--- config.mk ---
export PLATFORM = sky130hd
export DESIGN_NAME = doppler_top
export DESIGN_NICKNAME = d
export VERILOG_FILES = /design/src/verilog/doppler_pkg.sv /design/src/verilog/spi_sync.sv /design/src/verilog/spi_shifter.sv /design/src/verilog/led_matrix_scan.sv /design/src/verilog/saw_gen.sv /design/src/verilog/pdm_mod.sv /design/src/verilog/doppler_top.sv
export SDC_FILE = /design/constraint.sdc
export NUM_CORES = 1
export LEC_CHECK = 0
export ABC_AREA = 1
export BUFFER_PORTS_ARGS = -buffer_cell sky130_fd_sc_hd__buf_4
export CAP_MARGIN = 20
export CORE_MARGIN = 4
export CORE_UTILIZATION = 40
export DETAILED_ROUTE_END_ITERATION = 8
export GPL_ROUTABILITY_DRIVEN = 0
export PLACE_DENSITY_LB_ADDON = 0.05
export SYNTH_ARGS = -nofsm -noshare
export SYNTH_HDL_FRONTEND = slang
export SYNTH_SLANG_ARGS = --single-unit
--- constraint.sdc ---
create_clock -name clk -period 2.3 [get_ports clk]
set_input_delay 0.23 -clock clk [delete_from_list [all_inputs] [get_ports clk]]
set_output_delay 0.23 -clock clk [all_outputs]
set_load 0.03 [all_outputs]
--- src/verilog/doppler_pkg.sv ---
package doppler_pkg;

  // width of the modulator datapath, sawtooth samples share it
  localparam int PDM_BITS = 10;

  // one SPI frame, LED bits on write and pin states on readback
  typedef logic [15:0] spi_word_t;

  typedef logic [PDM_BITS-1:0] pdm_sample_t;  // sawtooth sample and pdm error

  // anode rows are driven low to light
  typedef logic [3:0] led_row_t;

  // cathode column enable, one-hot, the board wrapper turns it into a tristate
  typedef logic [3:0] led_col_t;

  // current LED, [3:2] column and [1:0] row
  typedef logic [3:0] scan_slot_t;

  // SPI lines after synchronization, all in the clk domain
  typedef struct packed {
    logic sck_rise;  // one cycle per rising serial clock
    logic cs_fall;   // frame start
    logic cs_rise;   // frame end
    logic mosi;      // data level, same delay as the pulses
  } spi_edges_t;

endpackage

--- src/verilog/spi_sync.sv ---
module spi_sync (
  input  logic                    clk,
  input  logic                    rst,
  input  logic                    sck,
  input  logic                    cs_n,
  input  logic                    mosi,
  output doppler_pkg::spi_edges_t edges
);

  // line order is {sck, cs_n, mosi}, idle bus has cs_n high
  localparam logic [2:0] LINES_IDLE = 3'b010;

  logic [2:0] meta_q;  // first stage, may go metastable
  logic [2:0] sync_q;
  logic [1:0] prev_q;  // edge reference for sck and cs_n only

  always_ff @(posedge clk) begin
    if (rst) begin
      meta_q <= LINES_IDLE;
      sync_q <= LINES_IDLE;
      prev_q <= LINES_IDLE[2:1];
    end else begin
      meta_q <= {sck, cs_n, mosi};
      sync_q <= meta_q;
      prev_q <= sync_q[2:1];
    end
  end

  // pulses and data leave through one register so they stay aligned
  always_ff @(posedge clk) begin
    if (rst) begin
      edges <= '0;
    end else begin
      edges.sck_rise <= sync_q[2] & ~prev_q[1];
      edges.cs_fall  <= ~sync_q[1] & prev_q[0];
      edges.cs_rise  <= sync_q[1] & ~prev_q[0];
      edges.mosi     <= sync_q[0];
    end
  end

endmodule

--- src/verilog/spi_shifter.sv ---
module spi_shifter (
  input  logic                    clk,
  input  logic                    rst,
  input  doppler_pkg::spi_edges_t edges,
  input  doppler_pkg::spi_word_t  pin_in,
  output logic                    miso,
  output doppler_pkg::spi_word_t  led_word
);

  localparam int WORD_BITS = $bits(doppler_pkg::spi_word_t);

  doppler_pkg::spi_word_t rx_q;  // receive shift, MSB first on the wire
  doppler_pkg::spi_word_t tx_q;  // pin snapshot, shifted out MSB first

  // controller samples on the rising serial clock, so the next bit
  // must already sit at the top of tx_q
  assign miso = tx_q[WORD_BITS-1];

  always_ff @(posedge clk) begin
    if (rst) begin
      rx_q     <= '0;
      tx_q     <= '0;
      led_word <= '0;
    end else if (edges.cs_rise) begin
      led_word <= rx_q;  // a short frame commits whatever has shifted in
    end else if (edges.cs_fall) begin
      tx_q <= pin_in;  // capture pins at frame start
    end else if (edges.sck_rise) begin
      rx_q <= {rx_q[WORD_BITS-2:0], edges.mosi};
      tx_q <= {tx_q[WORD_BITS-2:0], 1'b1};  // ones fill in behind the data
    end
  end

endmodule

--- src/verilog/led_matrix_scan.sv ---
module led_matrix_scan #(
  parameter int SCAN_DIV_BITS = 5
) (
  input  logic                   clk,
  input  logic                   rst,
  input  doppler_pkg::spi_word_t led_word,
  input  logic                   pdm_bit,
  output doppler_pkg::led_row_t  aled,
  output doppler_pkg::led_col_t  kled_en
);

  logic [SCAN_DIV_BITS-1:0] div_cnt;
  logic                     slot_step;  // clock enable for the slot counter
  doppler_pkg::scan_slot_t  slot;
  logic                     slot_lit;

  assign slot_step = &div_cnt;
  assign slot_lit  = led_word[slot] & pdm_bit;

  always_ff @(posedge clk) begin
    if (rst) begin
      div_cnt <= '0;
    end else begin
      div_cnt <= div_cnt + 1'b1;
    end
  end

  // one LED per slot, 16 slots per pass
  always_ff @(posedge clk) begin
    if (rst) begin
      slot <= '0;
    end else if (slot_step) begin
      slot <= slot + 1'b1;
    end
  end

  // row select is active low, the column is enabled only for a lit LED
  always_ff @(posedge clk) begin
    if (rst) begin
      aled    <= '1;  // no row driven
      kled_en <= '0;
    end else begin
      aled <= ~(doppler_pkg::led_row_t'(1) << slot[1:0]);
      if (slot_lit) begin
        kled_en <= doppler_pkg::led_col_t'(1) << slot[3:2];
      end else begin
        kled_en <= '0;
      end
    end
  end

endmodule

--- src/verilog/saw_gen.sv ---
module saw_gen #(
  parameter int SAW_DIV = 100000
) (
  input  logic                     clk,
  input  logic                     rst,
  output doppler_pkg::pdm_sample_t sample
);

  localparam int CNT_W = (SAW_DIV > 0) ? $clog2(SAW_DIV + 1) : 1;

  logic [CNT_W-1:0]         div_cnt;
  doppler_pkg::pdm_sample_t amp;  // falls from full scale to zero

  always_ff @(posedge clk) begin
    if (rst) begin
      div_cnt <= '0;
      amp     <= '1;
    end else if (div_cnt == CNT_W'(SAW_DIV)) begin
      div_cnt <= '0;
      amp     <= amp - 1'b1;  // wraps from zero back to all ones
    end else begin
      div_cnt <= div_cnt + 1'b1;
    end
  end

  always_ff @(posedge clk) begin
    if (rst) begin
      sample <= '1;
    end else begin
      sample <= amp;
    end
  end

endmodule

--- src/verilog/pdm_mod.sv ---
module pdm_mod (
  input  logic                     clk,
  input  logic                     rst,
  input  doppler_pkg::pdm_sample_t din,
  output logic                     dout
);

  localparam doppler_pkg::pdm_sample_t SAMPLE_MAX = '1;

  doppler_pkg::pdm_sample_t din_q;
  doppler_pkg::pdm_sample_t error;
  doppler_pkg::pdm_sample_t err_hi;  // next error if a one goes out
  doppler_pkg::pdm_sample_t err_lo;  // next error if a zero goes out

  // both candidates are ready a cycle ahead, the decision only picks one
  always_ff @(posedge clk) begin
    if (rst) begin
      din_q  <= '0;
      err_hi <= '0;
      err_lo <= '0;
    end else begin
      din_q  <= din;
      err_hi <= error + SAMPLE_MAX - din_q;
      err_lo <= error - din_q;
    end
  end

  always_ff @(posedge clk) begin
    if (rst) begin
      dout  <= 1'b0;
      error <= '0;
    end else if (din_q >= error) begin
      dout  <= 1'b1;
      error <= err_hi;
    end else begin
      dout  <= 1'b0;
      error <= err_lo;
    end
  end

endmodule

--- src/verilog/doppler_top.sv ---
module doppler_top #(
  parameter int SCAN_DIV_BITS = 5,
  parameter int SAW_DIV       = 100000
) (
  input  logic                   clk,
  input  logic                   rst,
  input  logic                   spi_sck,
  input  logic                   spi_cs_n,
  input  logic                   spi_mosi,
  input  doppler_pkg::spi_word_t pin_in,
  output logic                   spi_miso,
  output doppler_pkg::led_row_t  aled,
  output doppler_pkg::led_col_t  kled_en
);

  doppler_pkg::spi_edges_t  spi_edges;
  doppler_pkg::spi_word_t   led_word;
  doppler_pkg::pdm_sample_t saw_sample;
  logic                     pdm_bit;  // dims the matrix through the column enable

  spi_sync u_spi_sync (
    .clk   (clk),
    .rst   (rst),
    .sck   (spi_sck),
    .cs_n  (spi_cs_n),
    .mosi  (spi_mosi),
    .edges (spi_edges)
  );

  spi_shifter u_spi_shifter (
    .clk      (clk),
    .rst      (rst),
    .edges    (spi_edges),
    .pin_in   (pin_in),
    .miso     (spi_miso),
    .led_word (led_word)
  );

  saw_gen #(.SAW_DIV(SAW_DIV)) u_saw_gen (
    .clk    (clk),
    .rst    (rst),
    .sample (saw_sample)
  );

  pdm_mod u_pdm_mod (
    .clk  (clk),
    .rst  (rst),
    .din  (saw_sample),
    .dout (pdm_bit)
  );

  led_matrix_scan #(.SCAN_DIV_BITS(SCAN_DIV_BITS)) u_led_matrix_scan (
    .clk      (clk),
    .rst      (rst),
    .led_word (led_word),
    .pdm_bit  (pdm_bit),
    .aled     (aled),
    .kled_en  (kled_en)
  );

endmodule

* After elaboration in Yosys (flattened, before gate mapping)
Index checks and enable logic that the tools add are counted.
** Operators by class
- Add/subtract/negate cells :: 7
- Order comparisons :: 2
- Equality and inequality tests :: 1
- Shift-type cells :: 2
- Multiplexer cells :: 6
- Bitwise operators :: 11
- Reductions and logical operators :: 6
** Operators by type and width (count)
- $mux W16 :: 2
- $sub A10 B10 Y10 :: 2
- $add A17 B1 Y17 const B :: 1
- $eq A17 B17 Y1 const B :: 1
- $add A10 B10 Y10 const B :: 1
- $ge A10 B10 Y1 :: 1
- $mux W10 :: 1
- $sub A10 B1 Y10 const B :: 1
- $shl A1 B2 Y4 const A :: 2
- $not A1 Y1 :: 6
- $add A5 B1 Y5 const B :: 1
- $lt A4 B5 Y1 const B :: 1
- $reduce_and A5 Y1 :: 1
- $add A4 B1 Y4 const B :: 1
- $and A1 B1 Y1 :: 4
- $bmux W1 S4 :: 1
- $not A4 Y4 :: 1
- $reduce_or A2 Y1 :: 2
- $reduce_and A3 Y1 :: 1
- $mux W1 :: 2
- $reduce_and A2 Y1 :: 1
- $reduce_bool A2 Y1 :: 1
** Word-level totals
- Register bits after elaboration :: 155
- Input port bits :: 21
- Output and inout bits :: 9
- Logic and storage cells :: 57

* Depth between registers and ports, before layout
Gate-level depths: netlist (run 1).
- Word-level depth :: 5
- Mapped depth :: 13
- Depth with buffers taken out :: 12

* By module
Synthesis (run 1) repeated with hierarchy kept, for this count alone.
** Unflattened totals
- Cells, all modules :: 962
- Area total of the unflattened synthesis :: 6995.5 um^2
** Modules (own cells, without submodules)
- spi_shifter :: times used 1, cells each 293, area each 2024.4 um^2, sequential area each 960.9 um^2
- pdm_mod :: times used 1, cells each 269, area each 1995.7 um^2, sequential area each 820.8 um^2
- saw_gen :: times used 1, cells each 251, area each 1841.8 um^2, sequential area each 740.7 um^2
- led_matrix_scan :: times used 1, cells each 114, area each 794.5 um^2, sequential area each 340.3 um^2
- spi_sync :: times used 1, cells each 35, area each 339.1 um^2, sequential area each 240.2 um^2

* Worst setup path before layout (run 1)
No wires, ideal clock.
- Path type :: reg-to-reg
- Start point :: register u_pdm_mod.error[0]
- End point :: register u_pdm_mod.error[2]
- Data arrival time :: 1.497 ns
- Slack :: 0.691 ns
- Cell stages (with the launch flop) :: 11
- Path buffers :: 1
- Clock period less this slack :: 1.609 ns
- Cells stage by stage :: dfxtp_1 -> inv_1 -> ha_1 -> fa_1 -> inv_1 -> nand3_1 -> nand3_2 -> buf_4 -> nand3b_1 -> nand2_1 -> nor2_1
** On the way
- Cells in the longest elaborated chain, start to end :: 2
** Ends and longest elaborated chain
- from (decl) :: RTL line pdm_mod.sv:11 : doppler_pkg::pdm_sample_t error;
- from (signal assigned) :: RTL line pdm_mod.sv:34 : error <= err_hi;
- from (signal assigned) :: RTL line pdm_mod.sv:37 : error <= err_lo;
- $ge A10 B10 Y1 :: RTL line pdm_mod.sv:32 : end else if (din_q >= error) begin
- $mux W10 :: RTL line pdm_mod.sv:32
No other way between the ends.
A chain may end at the register's enable or synchronous reset.

* Worst setup path in the final report (run 1)
- Start point :: register u_pdm_mod.error[0]
- End point :: register u_pdm_mod.error[4]
Same word-level chain as after synthesis.

==> reports/results.tsv, run 1 <==
metric	value	unit
critPathMaxStageDelay	0.41	ns
seqPwrFrac	0.427	
holdCritPathClass	in -> reg	
synth_edf_count	0	
fin_crit_sh	0.866	
p_switching	1.96	mW
drv_slew	0	
top_usage_layer	met2	
cp_max_fo	11	
ant_nets	0	
fmax	502	MHz
die_h	135	um
synthArstFlopShare	0	
cp-end-kind	flop	
synth_warnings	0	
ys_ff_latch	155	
rsz0062_at_grt	false	
startpoint_type	flop	
antenna-diode-count	0	
placementRows	45	
cpMaxStageDelayCell	fa_1	
synthDistinctLibCells	32	
yosys.cell_count.top_type	dfxtp_1	
yosys-top-cells-area	dfxtp_1, nor2_1, nand2_1	
drt_wl_total	12900	um
use_met2	0.235	
drt-initial-drc-count	385	
p_per_area	967	nW/um2
clock_skew	0.00936	ns
worstMarginPinSlew	0.648	ns
cp.arrival	2.34	ns
combinationalPowerShare	0.172	
numCtsBuffers	17	
netlist_area	6400	um2
grt_pass1_vias	4847	
synth_ff_type	dfxtp_1	
final_area	7440	um2
vias	5172	
die-area	18100	um2
yosysTopAreaCellShare	0.484	
finalSetupTns	0	ns
layout-drive-gt1-share	0.0970	
syn_inst	849	
maxSlewHeadroom	0.567	
yosysTopAreaCell	dfxtp_1	
grt_pass1_wl	22300	um
antenna_found_initial	0	
worstSkewPairLatency	0.42	ns
post-route-util	0.482	
ios	30	
routedWlPerCell	11.8	um
syn_avg_cell_area	7.54	um2
port_buffers	29	
clockPowerShare	0.402	
cts-root-buf	clkbuf_16	
nets	917	
post-dp-hpwl	8780	um
gr-total-overflow	0	
core	15400	um2
remaining_drc_errors	0	
path_clk_slew	0.06	ns
post_cts_buffers	0	
outcome	finished, final reports clean	
grt_use_met3	0.0503	
dpl_cell_area	6810	um2
viasPerCell	4.71	
p_int	5.24	mW
leakage	3.28	nW
ys_seq_area_frac	0.484	
crit_type	reg -> reg	
grt_start_max_net_pins	57	
clockBufferDepth	2	
die_x	135	um
drv_cap	0	
grt_use_total	0.150	
start_util	0.415	
area_growth	16.1	%
path_cells	inv_1 -> ha_1 -> fa_1 -> inv_1 -> nand3_1 -> nand3_2 -> nand2_1 -> inv_2 -> nor2_1 -> nor2_1	
synthesis.nets	892	
met1_usage	0.200	
ir_drop	0.574	mV
hold_violations	0	
h-tree-depth	4	
clock_sinks	155	
dr.pass1.iters	5	
switching_share	0.272	
cts_tree	done	
period_needed	1.99	ns
critPathRequiredTime	2.65	ns
fill_cells	1552	
synthTopCellsByCount	dfxtp_1, nor2_1, nand2_1	
setup_viol	0	
-- sequential cells by signal, summed over array words and instances (netlist names), 5 cells and up --
name / cells
u_spi_shifter.led_word: 16
u_pdm_mod.err_hi: 10
u_pdm_mod.err_lo: 10
u_saw_gen.sample: 10
u_pdm_mod.din_q: 10
u_saw_gen.amp: 10
u_spi_shifter.tx_q: 16
u_saw_gen.div_cnt: 17
u_led_matrix_scan.div_cnt: 5
u_spi_shifter.rx_q: 16
u_pdm_mod.error: 10
-- stage by stage --
step / std cells / hold slack [ns] / setup slack (ns) / power (mW)
floorplan: 849 / 0.334 / 0.691 / 4.07
global placement: 1065 / 0.378 / 0.389 / 4.36
detailed placement: 1065 / 0.386 / 0.336 / 4.36
CTS: 1098 / 0.00693 / 0.299 / 7.28
global route: 1098 / 0.0213 / 0.139 / 7.63
finish: 1098 / 0.0243 / 0.309 / 7.19
-- cells by family after synthesis --
kind of cell,count (synthesis),share of synthesized area
AND/OR/NAND/NOR,356,0.240
AO/OA/AOI/OAI,164,0.132
flip-flops,155,0.484
buffers and inverters,145,0.0883
adder cells (fa/ha/maj),22,0.0453
XOR/XNOR,7,0.00957
-- cell usage in the layout (no fill, tap or decap), drive strengths merged --
| master | n |
|---|---|
| a21boi | 1 |
| a21o | 2 |
| a21oi | 82 |
| a31oi | 2 |
| buf | 37 |
| bufinv | 3 |
| clkbuf | 22 |
| clkinv | 6 |
| clkinvlp | 4 |
| dfxtp | 155 |
| dlygate4sd3 | 1 |
| fa | 2 |
| ha | 20 |
| inv | 110 |
| nand2 | 124 |
| nand3 | 41 |
| nand3b | 11 |
| nand4 | 13 |
| nor2 | 146 |
| nor3 | 11 |
| nor3b | 3 |
| nor4 | 1 |
| o211ai | 6 |
| o21ai | 71 |
| or2 | 6 |
| xor2 | 7 |
-- power by group through the flow --
stage	clock network (mW)	logic (mW)	registers, mW
after floorplan	0	0.974	3.10
after global placement	0	1.22	3.13
after detailed placement	0	1.23	3.13
after CTS	2.97	1.24	3.07
after global routing	3.09	1.44	3.09
final	2.89	1.23	3.07
-- per-layer routing --
metal  part of all wire  vias up
li1                   -     2769
met1               0.49     2321
met2               0.47       73
met3              0.036        9
met4              0.010        0
met5                  0        -
-- final cells by class --
type | instances | area [um2] | share of cell area
clock buffer | 22 | 484 | 0.0651
multi-input combinational | 549 | 2740 | 0.368
tap | 211 | 264 | 0.0355
timing repair buffer | 38 | 288 | 0.0387
inverter | 113 | 424 | 0.0570
sequential | 155 | 3100 | 0.417
clock inverter | 10 | 139 | 0.0187
-- worst paths after layout --
| path | start | end | slack (ns) | depth (start not counted) |
|---|---|---|---|---|
| max | u_pdm_mod.error[0]$_SDFF_PP0_ | u_pdm_mod.error[4]$_SDFF_PP0_ | 0.31 | 10 |
| max reg2reg | u_pdm_mod.error[0]$_SDFF_PP0_ | u_pdm_mod.error[4]$_SDFF_PP0_ | 0.31 | 10 |
| min reg2reg | u_spi_sync.prev_q[1]$_SDFF_PP0_ | u_spi_sync.edges[3]$_SDFF_PP0_ | 0.39 | 1 |
| min | spi_sck | u_spi_sync.meta_q[2]$_SDFF_PP0_ | 0.02 | 3 |
-- worst max-delay path: cells and delay by family (launching register included) --
kind                       cells  cell delay, ns
adders and majority gates      2            0.64
and+or+nand+nor                5            0.57
DFF                            1            0.33
buffers and inverters          3            0.38
-- repair_timing --
action,4_1_cts,5_1_grt
gates resized for setup,0,0
endpoints found under the setup margin,0,0
hold buffers,1,0
hold endpoints to repair,1,0
Power figures use the tool's default switching activity.
==> run 2, diff against run 1 <==
Settings changed: CORE_UTILIZATION 40 to 48.
==> run 2 against run 1 <==
Non-clock buffer count stayed put. Core utilization grew 9.5 points. Design area down 0.45%. First-iteration DRC count is 20% lower. Global-route usage increased by 2.1 points. Register-to-register slack improved by 0.04 ns. Critical path depth unchanged. Count of clock-buffer cells in the layout increased by 3. Combinational power about the same. Die area is 16% lower. Total power hardly changed. Critical path type unchanged. Highest routed layer unchanged.
==> reports/results.tsv, run 2 (synthesis results as in run 1) <==
metric	value	unit	change
worstSkewPairLatency	0.42	ns	about the same
crit_type	reg -> reg		
stdcell_count	1058		-3.6%
p_int	5.29	mW	+0.97%
drv_cap	0		unchanged
h-tree-depth	4		unchanged
hold_violations	0		unchanged
post-dp-hpwl	8400	um	-4.3%
ios	30		unchanged
clock_skew	0.00706	ns	-0.00230 ns
gr-total-overflow	0		unchanged
fin_crit_sh	0.850		-0.0154
worstMarginPinSlew	0.662	ns	+0.0139 ns
finalSetupTns	0	ns	unchanged
routedWlPerCell	11.7	um	-0.73%
remaining_drc_errors	0		unchanged
core	12800	um2	-17%
area_growth	15.6	%	
clockPowerShare	0.402		about the same
grt_pass1_wl	21000	um	-5.9%
largest_reg_flops	17		unchanged
ant_nets	0		unchanged
path_clk_slew	0.06	ns	about the same
holdCritPathClass	in -> reg		
critPathRequiredTime	2.65	ns	about the same
period_needed	1.96	ns	-0.0355 ns
port_buffers	29		unchanged
switching_share	0.265		-0.00660
grt_pass1_vias	4822		-0.52%
viasPerCell	4.92		+4.5%
final_common_cell	dfxtp_1		
grt_use_total	0.172		+0.0214
fmax	511	MHz	+1.8%
top_register	u_saw_gen.div_cnt		
placementRows	41		-8.9%
start_util	0.499		+0.0842
nets	917		unchanged
antenna_found_initial	0		unchanged
grt_start_max_net_pins	66		+16%
setup_slack	0.344	ns	+0.0355 ns
maxSlewHeadroom	0.557		-0.00931
startpoint_type	flop		
cts_tree	done		
place_ws	0.334	ns	-0.00205 ns
dp.cells	1025		-3.8%
antenna-diode-count	0		unchanged
setup_viol	0		unchanged
cp-end-kind	flop		
cp.arrival	2.31	ns	-0.03 ns
leakage	3.30	nW	+0.46%
die-area	15300	um2	-16%
dr.pass1.iters	4		-1
hold_depth	3		unchanged
reg2reg_depth	10		unchanged
clock_sinks	155		unchanged
timing.hold.ws	0.0200	ns	-0.00429 ns
die_x	124	um	-8.2%
rsz0062_at_grt	false		
seqPwrFrac	0.427		about the same
vias	5207		+0.68%
drt_wl_total	12400	um	-4.3%
final_cell_mix	dfxtp_1, nor2_1, nand2_1, inv_1, a21oi_1		
layout-drive-gt1-share	0.0937		-0.00328
numCtsBuffers	17		unchanged
die_h	124	um	-8.2%
cts-root-buf	clkbuf_16		
ir_drop	0.433	mV	-24%
clockBufferDepth	2		unchanged
drv_slew	0		unchanged
cp_max_fo	11		unchanged
drt-initial-drc-count	308		-20%
outcome	finished, final reports clean		
p_switching	1.91	mW	-2.4%
p_per_area	972	nW/um2	+0.52%
combinationalPowerShare	0.171		about the same
[run 2: path summary, 6_finish.rpt]
| path | slack [ns] | endpoint | from |
|---|---|---|---|
| setup / recovery | 0.34 | u_pdm_mod.error[6]$_SDFF_PP0_ | u_pdm_mod.error[0]$_SDFF_PP0_ |
| hold / removal | 0.02 | u_spi_sync.meta_q[0]$_SDFF_PP0_ | spi_mosi |
| setup reg to reg | 0.34 | u_pdm_mod.error[6]$_SDFF_PP0_ | u_pdm_mod.error[0]$_SDFF_PP0_ |
| hold reg to reg | 0.40 | u_pdm_mod.din_q[0]$_SDFF_PP0_ | u_saw_gen.sample[0]$_SDFF_PP1_ |
[run 2: layout make-up]
| cell class | count | area, um2 |
|---|---|---|
| Clock buffer | 25 | 515 |
| Clock inverter | 6 | 108 |
| Fill cell | 1204 | 5420 |
| Inverter | 113 | 424 |
| Multi-Input combinational cell | 549 | 2740 |
| Sequential cell | 155 | 3100 |
| Tap cell | 172 | 215 |
| Timing Repair Buffer | 38 | 303 |
[run 2: power groups by stage]
stage          combinational, mW  sequential, mW  clock [mW]
3_3_place_gp                1.20            3.13           0
5_1_grt                     1.42            3.10        3.05
6_report                    1.23            3.07        2.89
2_1_floorplan              0.974            3.10           0
3_5_place_dp                1.23            3.13           0
4_1_cts                     1.24            3.07        2.96
[run 2: stage by stage]
step,instance area [um2],utilization,total power [mW]
final,7400,0.577,7.20
after global routing,7400,0.577,7.57
after CTS,7400,0.577,7.27
after detailed placement,6760,0.527,4.35
after global placement,6760,0.527,4.33
after floorplan,6400,-,4.07
[run 2: worst max-delay path, stage by stage, from the launching register on]
cell     delay [ns]
dfxtp_1        0.34
inv_1          0.05
ha_1           0.23
fa_1           0.39
inv_1          0.12
nand3_1        0.11
nand3_2        0.19
nand2_1        0.09
inv_2          0.20
nor2_1         0.07
nor2_1         0.10
[run 2: what timing repair did]
action | 4_1_cts | 5_1_grt
gates resized for setup | 0 | 0
buffers inserted | 0 | 0
hold endpoints to repair | 2 | 0
hold buffers | 2 | 0
setup endpoints to repair | 0 | 0
[run 2: metal layers]
metal,GRT usage,vias up,wire length [um]
li1,-,2772,-
met1,0.218,2341,5980
met2,0.275,78,5720
met3,0.0421,16,471
met4,0.0837,0,193
met5,0,-,0
